===== src/eg_defines.svh =====
`ifndef EG_DEFINES_SVH
`define EG_DEFINES_SVH

// operators sharing one envelope datapath
// must stay a power of two, the slot index wraps on its own
`define EG_OPS 4

// attenuation in 10 bits
// 0 is full level, all ones is silence
`define EG_ATT_W 10

// global sample counter
// the slowest rates look at its low 11 bits
`define EG_CNT_W 12

`endif

===== src/eg_pkg.sv =====
`default_nettype none

`include "eg_defines.svh"

package eg_pkg;

	// envelope phase, release doubles as idle
	typedef enum logic [1:0] {
		RELEASE = 2'd0, // reset value
		ATTACK  = 2'd1,
		DECAY   = 2'd2, // covers sustain as well, rate2 past sl
		HOLD    = 2'd3  // SSG hold, level frozen
	} eg_state_t;

	typedef logic [`EG_ATT_W-1:0] eg_att_t; // attenuation
	typedef logic [4:0] eg_rate_t; // 0 freezes the envelope
	typedef logic [$clog2(`EG_OPS)-1:0] eg_op_t; // operator index
	typedef logic [`EG_CNT_W-1:0] eg_cnt_t; // sample counter

	// fully silent
	localparam eg_att_t ATT_MAX = '1;

	// SSG overflow threshold, also the pivot of the inverted output
	localparam eg_att_t ATT_HALF = eg_att_t'(1) << (`EG_ATT_W - 1);

endpackage

`default_nettype wire


===== src/eg_top.sv =====
`timescale 1ns/100ps
`default_nettype none

`include "eg_defines.svh"

module eg_top import eg_pkg::*; (
	input  wire         clk,
	input  wire         rst_n,
	// config writes
	input  wire         cfg_valid,
	output logic        cfg_ready,
	input  wire eg_op_t cfg_op,
	input  wire [2:0]   cfg_sel,
	input  wire [4:0]   cfg_data,
	// key events
	input  wire         key_valid,
	output logic        key_ready,
	input  wire eg_op_t key_op,
	input  wire         key_on,
	// one result per slot
	output logic        out_valid,
	input  wire         out_ready,
	output eg_op_t      out_op,
	output eg_att_t     out_att,
	output logic        out_pg_rst
);

	// per-operator state
	eg_state_t state_q [`EG_OPS];
	eg_att_t att_q [`EG_OPS];
	logic inv_q [`EG_OPS];
	logic lock_q [`EG_OPS];
	logic keyed_q [`EG_OPS];  // currently keyed on
	logic kon_q [`EG_OPS];    // pending key-on
	logic koff_q [`EG_OPS];   // pending key-off
	// per-operator config
	eg_rate_t ar_q [`EG_OPS];
	eg_rate_t d1r_q [`EG_OPS];
	eg_rate_t d2r_q [`EG_OPS];
	logic [3:0] rr_q [`EG_OPS];
	logic [3:0] sl_q [`EG_OPS];
	logic ssg_en_q [`EG_OPS];
	logic [2:0] ssg_eg_q [`EG_OPS];

	eg_op_t slot_q;
	logic port_rdy_q;
	logic fire;
	logic keyon_now;
	logic keyoff_now;
	eg_state_t state_next;
	eg_rate_t base_rate;
	logic ssg_inv_out;
	logic ssg_lock_out;
	logic pg_rst;
	logic step;
	logic [2:0] inc;
	eg_att_t att_next;
	eg_att_t level;

	assign fire = !out_valid || out_ready; // output register free
	assign cfg_ready = port_rdy_q;
	assign key_ready = port_rdy_q;
	assign keyon_now = kon_q[slot_q] & ~keyed_q[slot_q];
	assign keyoff_now = koff_q[slot_q] & keyed_q[slot_q];

	eg_ctrl ctrl_i (
		.keyon_now, .keyoff_now,
		.state_in(state_q[slot_q]), .att(att_q[slot_q]),
		.arate(ar_q[slot_q]), .rate1(d1r_q[slot_q]), .rate2(d2r_q[slot_q]),
		.rrate(rr_q[slot_q]), .sl(sl_q[slot_q]),
		.ssg_en(ssg_en_q[slot_q]), .ssg_eg(ssg_eg_q[slot_q]),
		.ssg_inv_in(inv_q[slot_q]), .ssg_lock_in(lock_q[slot_q]),
		.ssg_inv_out, .ssg_lock_out, .base_rate, .state_next, .pg_rst
	);

	// counter moves once per full round of slots
	eg_step step_i (
		.clk, .rst_n, .advance(fire && (slot_q == eg_op_t'(`EG_OPS - 1))),
		.base_rate, .step, .inc
	);

	eg_update update_i (
		.state(state_next), .att(att_q[slot_q]), .step, .inc,
		.ssg_en(ssg_en_q[slot_q]), .ssg_inv(inv_q[slot_q]),
		.arate(ar_q[slot_q]), .att_next, .level
	);

	always_ff @(posedge clk) begin
		if (!rst_n) begin
			port_rdy_q <= 1'b0;
			slot_q <= '0;
			out_valid <= 1'b0;
			for (int i = 0; i < `EG_OPS; i++) begin
				state_q[i] <= RELEASE;
				att_q[i] <= ATT_MAX; // silent
				inv_q[i] <= 1'b0;
				lock_q[i] <= 1'b0;
				keyed_q[i] <= 1'b0;
				kon_q[i] <= 1'b0;
				koff_q[i] <= 1'b0;
				ar_q[i] <= '0;
				d1r_q[i] <= '0;
				d2r_q[i] <= '0;
				rr_q[i] <= '0;
				sl_q[i] <= '0;
				ssg_en_q[i] <= 1'b0;
				ssg_eg_q[i] <= '0;
			end
		end else begin
			port_rdy_q <= 1'b1;
			if (fire) begin
				// write back the slot, pending keys consumed
				state_q[slot_q] <= state_next;
				att_q[slot_q] <= att_next;
				inv_q[slot_q] <= ssg_inv_out;
				lock_q[slot_q] <= ssg_lock_out;
				kon_q[slot_q] <= 1'b0;
				koff_q[slot_q] <= 1'b0;
				if (keyon_now) keyed_q[slot_q] <= 1'b1;
				if (keyoff_now) keyed_q[slot_q] <= 1'b0;
				slot_q <= slot_q + 1'b1; // wraps, power of two
				out_valid <= 1'b1;
			end
			// port set lands after the clear
			if (key_valid && port_rdy_q) begin
				if (key_on) kon_q[key_op] <= 1'b1;
				else koff_q[key_op] <= 1'b1;
			end
			if (cfg_valid && port_rdy_q) begin
				case (cfg_sel)
					3'd0: ar_q[cfg_op] <= cfg_data;
					3'd1: d1r_q[cfg_op] <= cfg_data;
					3'd2: d2r_q[cfg_op] <= cfg_data;
					3'd3: rr_q[cfg_op] <= cfg_data[3:0];
					3'd4: sl_q[cfg_op] <= cfg_data[3:0];
					3'd5: {ssg_en_q[cfg_op], ssg_eg_q[cfg_op]} <= cfg_data[3:0];
					default: ; // unused selects ignored
				endcase
			end
		end
	end

	// output payload, held while stalled
	always_ff @(posedge clk) begin
		if (fire) begin
			out_op <= slot_q;
			out_att <= level;
			out_pg_rst <= pg_rst;
		end
	end

endmodule

`default_nettype wire


===== src/eg_update.sv =====
`timescale 1ns/100ps
`default_nettype none

module eg_update import eg_pkg::*; (
	input  wire eg_state_t state, // phase this slot runs in
	input  wire eg_att_t   att,
	input  wire            step,
	input  wire [2:0]      inc,
	input  wire            ssg_en,
	input  wire            ssg_inv,
	input  wire eg_rate_t  arate,
	output eg_att_t        att_next,
	output eg_att_t        level
);

	eg_att_t dec;
	eg_att_t add;
	logic [$bits(eg_att_t):0] sum; // one spare bit to catch overflow

	always_comb begin
		// exponential attack, bigger bites while loud attenuation is high
		dec = ((att >> 4) + eg_att_t'(1)) * eg_att_t'(inc);
		// SSG runs its ramps four times faster
		add = ssg_en ? eg_att_t'({inc, 2'b00}) : eg_att_t'(inc);
		sum = {1'b0, att} + {1'b0, add};
		att_next = att;
		case (state)
			ATTACK: begin
				if (arate == 5'd31) begin
					att_next = '0; // instant attack
				end else if (step) begin
					att_next = (att > dec) ? att - dec : '0;
				end
			end
			DECAY, RELEASE: begin
				if (step) begin
					att_next = sum[$bits(eg_att_t)] ? ATT_MAX : sum[$bits(eg_att_t)-1:0];
				end
			end
			default: att_next = att; // hold
		endcase
	end

	// inverted SSG output mirrors around the halfway point
	always_comb begin
		if (!ssg_inv) begin
			level = att;
		end else if (att >= ATT_HALF) begin
			level = '0;
		end else begin
			level = ATT_HALF - att;
		end
	end

endmodule

`default_nettype wire


===== src/eg_step.sv =====
`timescale 1ns/100ps
`default_nettype none

module eg_step import eg_pkg::*; (
	input  wire           clk,
	input  wire           rst_n,
	input  wire           advance,   // one sample done
	input  wire eg_rate_t base_rate,
	output logic          step,
	output logic [2:0]    inc
);

	// slowest stepping rate waits 2^11 samples
	localparam logic [3:0] SHIFT_MAX = 4'd11;

	eg_cnt_t cnt_q;
	eg_cnt_t mask;
	logic [3:0] shift;

	// sample counter, shared by all operators
	always_ff @(posedge clk) begin
		if (!rst_n) begin
			cnt_q <= '0;
		end else if (advance) begin
			cnt_q <= cnt_q + 1'b1;
		end
	end

	always_comb begin
		// two rates per octave of step spacing
		shift = SHIFT_MAX - base_rate[4:1]; // only meaningful below 24
		mask = (eg_cnt_t'(1) << shift) - eg_cnt_t'(1);
		step = 1'b0;
		inc = 3'd1;
		if (base_rate >= 5'd28) begin
			step = 1'b1; // every sample, big steps
			inc = 3'd4;
		end else if (base_rate >= 5'd24) begin
			step = 1'b1;
			inc = 3'd2;
		end else if (base_rate != 5'd0) begin
			step = (cnt_q & mask) == '0; // low bits all clear
		end
	end

endmodule

`default_nettype wire


===== src/eg_ctrl.sv =====
`timescale 1ns/100ps
`default_nettype none

module eg_ctrl import eg_pkg::*; (
	input  wire            keyon_now,
	input  wire            keyoff_now,
	input  wire eg_state_t state_in,
	input  wire eg_att_t   att,
	// envelope rates
	input  wire eg_rate_t  arate, // attack
	input  wire eg_rate_t  rate1, // decay
	input  wire eg_rate_t  rate2, // sustain
	input  wire [3:0]      rrate, // release, expanded below
	input  wire [3:0]      sl,    // sustain level
	// SSG mode
	input  wire            ssg_en,
	input  wire [2:0]      ssg_eg, // attack, alternate, hold
	input  wire            ssg_inv_in,
	input  wire            ssg_lock_in,
	output logic           ssg_inv_out,
	output logic           ssg_lock_out,
	output eg_rate_t       base_rate,
	output eg_state_t      state_next,
	output logic           pg_rst
);

	logic [4:0] sustain;
	logic ssg_att;
	logic ssg_alt;
	logic ssg_hold;
	logic ssg_over;
	logic above_sl;

	always_comb begin
		sustain = (sl == 4'd15) ? 5'h1f : {1'b0, sl}; // top step spans to the floor
		above_sl = att[$bits(eg_att_t)-1 -: 5] >= sustain;
		ssg_att = ssg_eg[2];
		ssg_alt = ssg_eg[1];
		ssg_hold = ssg_eg[0] & ssg_en;
		ssg_over = ssg_en && (att >= ATT_HALF); // crossed halfway
		// phase restart on key-on, or on a plain repeating SSG wave
		pg_rst = keyon_now | (ssg_over & ~(ssg_alt | ssg_hold));
	end

	always_comb begin
		// default is to stay put
		base_rate = 5'd0;
		state_next = state_in;
		ssg_inv_out = ssg_inv_in;
		ssg_lock_out = ssg_lock_in;
		if (keyoff_now) begin // key-off beats everything
			base_rate = {rrate, 1'b1};
			state_next = RELEASE;
			ssg_inv_out = ssg_inv_in & ssg_en;
			ssg_lock_out = 1'b0;
		end else if (keyon_now) begin
			base_rate = arate;
			state_next = ATTACK;
			ssg_inv_out = ssg_att & ssg_en; // attack bit sets the start polarity
			ssg_lock_out = 1'b0;
		end else begin
			case (state_in)
				ATTACK: begin
					if (att == '0) begin // peak reached
						base_rate = ssg_lock_in ? 5'd0 : rate1;
						state_next = ssg_lock_in ? HOLD : DECAY;
						ssg_inv_out = ssg_en & (ssg_alt ^ ssg_inv_in); // alternate flips
						ssg_lock_out = ssg_hold;
					end else begin
						base_rate = arate;
					end
				end
				DECAY: begin
					if (ssg_over) begin
						// SSG wraps back into attack
						base_rate = arate;
						state_next = ATTACK;
						ssg_lock_out = ssg_hold;
					end else begin
						base_rate = above_sl ? rate2 : rate1; // sustain phase past sl
						ssg_lock_out = 1'b0;
					end
				end
				HOLD: begin
					base_rate = 5'd0; // frozen
					ssg_lock_out = 1'b1;
				end
				default: begin // release
					base_rate = {rrate, 1'b1};
					state_next = RELEASE;
					ssg_inv_out = 1'b0; // inversion dropped while fading out
					ssg_lock_out = 1'b0;
				end
			endcase
		end
	end

endmodule

`default_nettype wire


===== config.mk =====
export PLATFORM = sky130hd
export DESIGN_NAME = eg_top
export DESIGN_NICKNAME = d
export VERILOG_FILES = /design/src/eg_pkg.sv /design/src/eg_top.sv /design/src/eg_update.sv /design/src/eg_step.sv /design/src/eg_ctrl.sv
export VERILOG_INCLUDE_DIRS = /design/src
export SDC_FILE = /design/constraint.sdc
export NUM_CORES = 1
export LEC_CHECK = 0
export ABC_AREA = 1
export BUFFER_PORTS_ARGS = -buffer_cell sky130_fd_sc_hd__buf_2
export CORE_ASPECT_RATIO = 0.7
export CORE_UTILIZATION = 45
export DETAILED_ROUTE_END_ITERATION = 10
export GPL_TIMING_DRIVEN = 0
export PLACE_DENSITY_LB_ADDON = 0.25
export SLEW_MARGIN = 0
export SYNTH_ARGS = -nofsm -noshare
export SYNTH_HDL_FRONTEND = slang
export SYNTH_SLANG_ARGS = --single-unit

===== constraint.sdc =====
create_clock -name clk -period 8.9 [get_ports clk]
set_input_delay 1.335 -clock clk [delete_from_list [all_inputs] [get_ports clk]]
set_output_delay 1.335 -clock clk [all_outputs]
set_load 0.02 [all_outputs]

==> flow_metrics.tcl <==
set metrics [dict create \
    clock-sinks 207 \
    postRouteAntennaNets 0 \
    grt_max_degree 20 \
    htreeDepth 1 \
    grt_first_pass_wirelength_um 55780 \
    drv_slew 0 \
    antenna_found_initial 0 \
    period_share_pct 91.96 \
    p_leak_nw 5.568 \
    mostFrequentLayoutCells "nand2_1, nor2_1, inv_1" \
    peakVddDrop_mv 0.1544 \
    io_buffer_count 33 \
    fin_util_pct 51.13 \
    tightest_slew_ns 1.050 \
    max_freq_mhz 122.2 \
    worst-r2r-cell-count 49 \
    finalHoldWorstSlack_ns 0.4488 \
    drive_above_1_share_pct 10.88 \
    worst_path_most_repeated_cell "nand2_1" \
    min_period_ns 8.185 \
    via_per_inst 5.533 \
    synthArstFlopShare_pct 0 \
    synth_area_um2 12340 \
    cp_num_buf_inv 11 \
    nets 1654 \
    first_global_vias 9830 \
    yosys_warnings 0 \
    cap_violations 0 \
    setup_viol 0 \
    grt_usage_pct 26.19 \
    final_area_um2 13720 \
    setup_tns_ns 0 \
    pre_cts_ws_ns -0.7588 \
    ys_ff_latch 207 \
    synthFlopType "edfxtp_1" \
    post_drt_wl_per_cell_um 18.43 \
    total_power_mw 3.892 \
    finalHoldViolCount 0 \
    area_growth_pct 11.20 \
    hold_path_depth 2 \
    diodes 0 \
    cts_buffers 22 \
    place_hpwl_um 27480 \
    ys_seq_area_share_pct 46.23 \
    worst-path-stages 49 \
    dieArea_um2 28100 \
    syn_inst 1538 \
    clockPowerShare_pct 22.5 \
    p_sw_share_pct 42.78 \
    max_stage_delay_ns 0.48 \
    postLayoutSetupSlackWorst_ns 0.7154 \
    start_util_pct 45.98 \
    drc_errors 0 \
    r2r-end "att_q[2][8]" \
    switching_power_mw 1.665 \
    vias 10910 \
    status "completed" \
    r2r_slack_ns 0.72 \
    core_region_area_um2 26840 \
    pin_count 34 \
    clock_latency_ns 0.51 \
    final_common_cell "nand2_1" \
    cpMaxStageDelayCell "fa_1" \
    ctsRootBufferMaster "clkbuf_16" \
    wl_um 36340 \
    synth_cell_types 47 \
    syn_avg_cell_area_um2 8.024 \
    slew_headroom_pct 29.26 \
    die_w_um 199.9 \
    first_pass_iters 5 \
    cp_data_required_time_ns 9.26 \
    grt_overflow 0 \
    cp_top_family "simple AND/OR/NAND/NOR gates" \
    placed_cells 1936 \
    fin_cells 1972 \
    intPower_mw 2.227 \
    synth_edf_count 156 \
    syn-num-nets 1600 \
    hold_class "flop to flop" \
    drtIter0Drc 1187 \
    crit_type "flop to flop" \
    hold_start "ssg_eg_q[11]" \
    cts_tree "yes" \
    place_congestion 0.9749 \
    final.setup_skew_ns 0.009045 \
    cts_hold_buf 0 \
    endpoint_kind "flop" \
    clk_pin_slew_ns 0.06 \
    path_max_fanout 28 \
    clockBufferDepth 3 \
    p_comb_share_pct 47.8 \
    min_to "ssg_eg_q[11]" \
    num_rows 50 \
    p_per_area_nw_per_um2 283.6 \
    worstSetupStartpointType "flop" \
    arrival_ns 8.54 \
    dpl_cell_area_um2 12980 \
    pwr-share-seq_pct 29.6 \
    fp.dieH_um 140.6 \
]
final cells by class:
cell class / count / area [µm²]
fillers: 2539 / 13120
flip-flops and latches: 207 / 5705
multi-input cells: 1073 / 5579
inverters: 202 / 767.0
clock buffers: 35 / 650.6
well taps: 364 / 455.4
plain buffers: 49 / 341.6
repair buffers: 37 / 198.9
clock inverters: 5 / 25.02
cell families after synthesis:
logic type / Yosys count / share of synthesized area, %
flops: 207 / 46.23
compound gates: 234 / 10.52
simple gates: 780 / 28.22
buf+inv: 258 / 9.003
fa+ha+maj: 44 / 4.948
mux: 1 / 0.08111
xor+xnor: 14 / 0.9936
cells in the mapped netlist, drive strengths merged, types with 7 or more instances:
library cell | number | area share [%]
nand2 | 361 | 11
nor2 | 221 | 6.9
inv | 198 | 6.0
edfxtp | 156 | 38
nand3 | 111 | 5.6
a21oi | 98 | 4.1
o21ai | 96 | 3.9
dfxtp | 51 | 8.3
nand4 | 46 | 2.3
ha | 36 | 3.6
buf | 34 | 2.2
nor3 | 28 | 1.1
clkbuf | 22 | 0.67
o22ai | 13 | 0.66
xor2 | 9 | 0.64
fa | 8 | 1.3
o211ai | 7 | 0.43
flip-flops by register name, indices dropped and copies added, names as in the netlist, 4 cells and up, named ones only:
signal        cells
att_q            40
ar_q             20
d1r_q            20
d2r_q            20
rr_q             16
sl_q             16
ssg_eg_q         12
step_i.cnt_q     12
out_att          10
state_q           8
inv_q             4
keyed_q           4
koff_q            4
kon_q             4
lock_q            4
ssg_en_q          4
power by group through the flow:
stage               clock [mW]  sequential (mW)  combinational, mW
floorplan                    0             1.19               1.31
global placement             0             1.17               1.74
detailed placement           0             1.17               1.78
CTS                      0.884             1.15               1.80
global route             0.911             1.16               2.05
finish                   0.877             1.15               1.86
routing by layer:
layer  track usage (%)  vias up  routed length (µm)
met2             34.70      511               13840
met4             5.986        0                 801
met5                 0        -                   0
li1                  -     5234                   -
met1             41.36     5110               17470
met3             7.031       56                4227
worst max-delay path by stage:
stage / startpoint / end / slack [ns]
2_1_floorplan: flop / att_q[0][8] / 1.55
6_report: flop / att_q[2][8] / 0.72
5_1_grt: flop / att_q[2][8] / -0.0003
3_3_place_gp: flop / att_q[2][8] / -0.54
4_1_cts: flop / att_q[2][8] / 0.08
3_5_place_dp: flop / att_q[2][8] / -0.76
repair_timing:
item / in CTS / in global routing
setup buffers: 2 / 1
resized for setup: 9 / 23
setup endpoints to repair: 40 / 40
pin swaps: 1 / 0
endpoints found under the hold margin: 0 / 0
tightest hold or removal path, delay by kind of cell, from the launching register on:
| family | cells | cell delay [ns] |
|---|---|---|
| flops | 1 | 0.30 |
| buf+inv | 1 | 0.05 |
| compound gates | 1 | 0.05 |
Power figures use the tool's default switching activity.
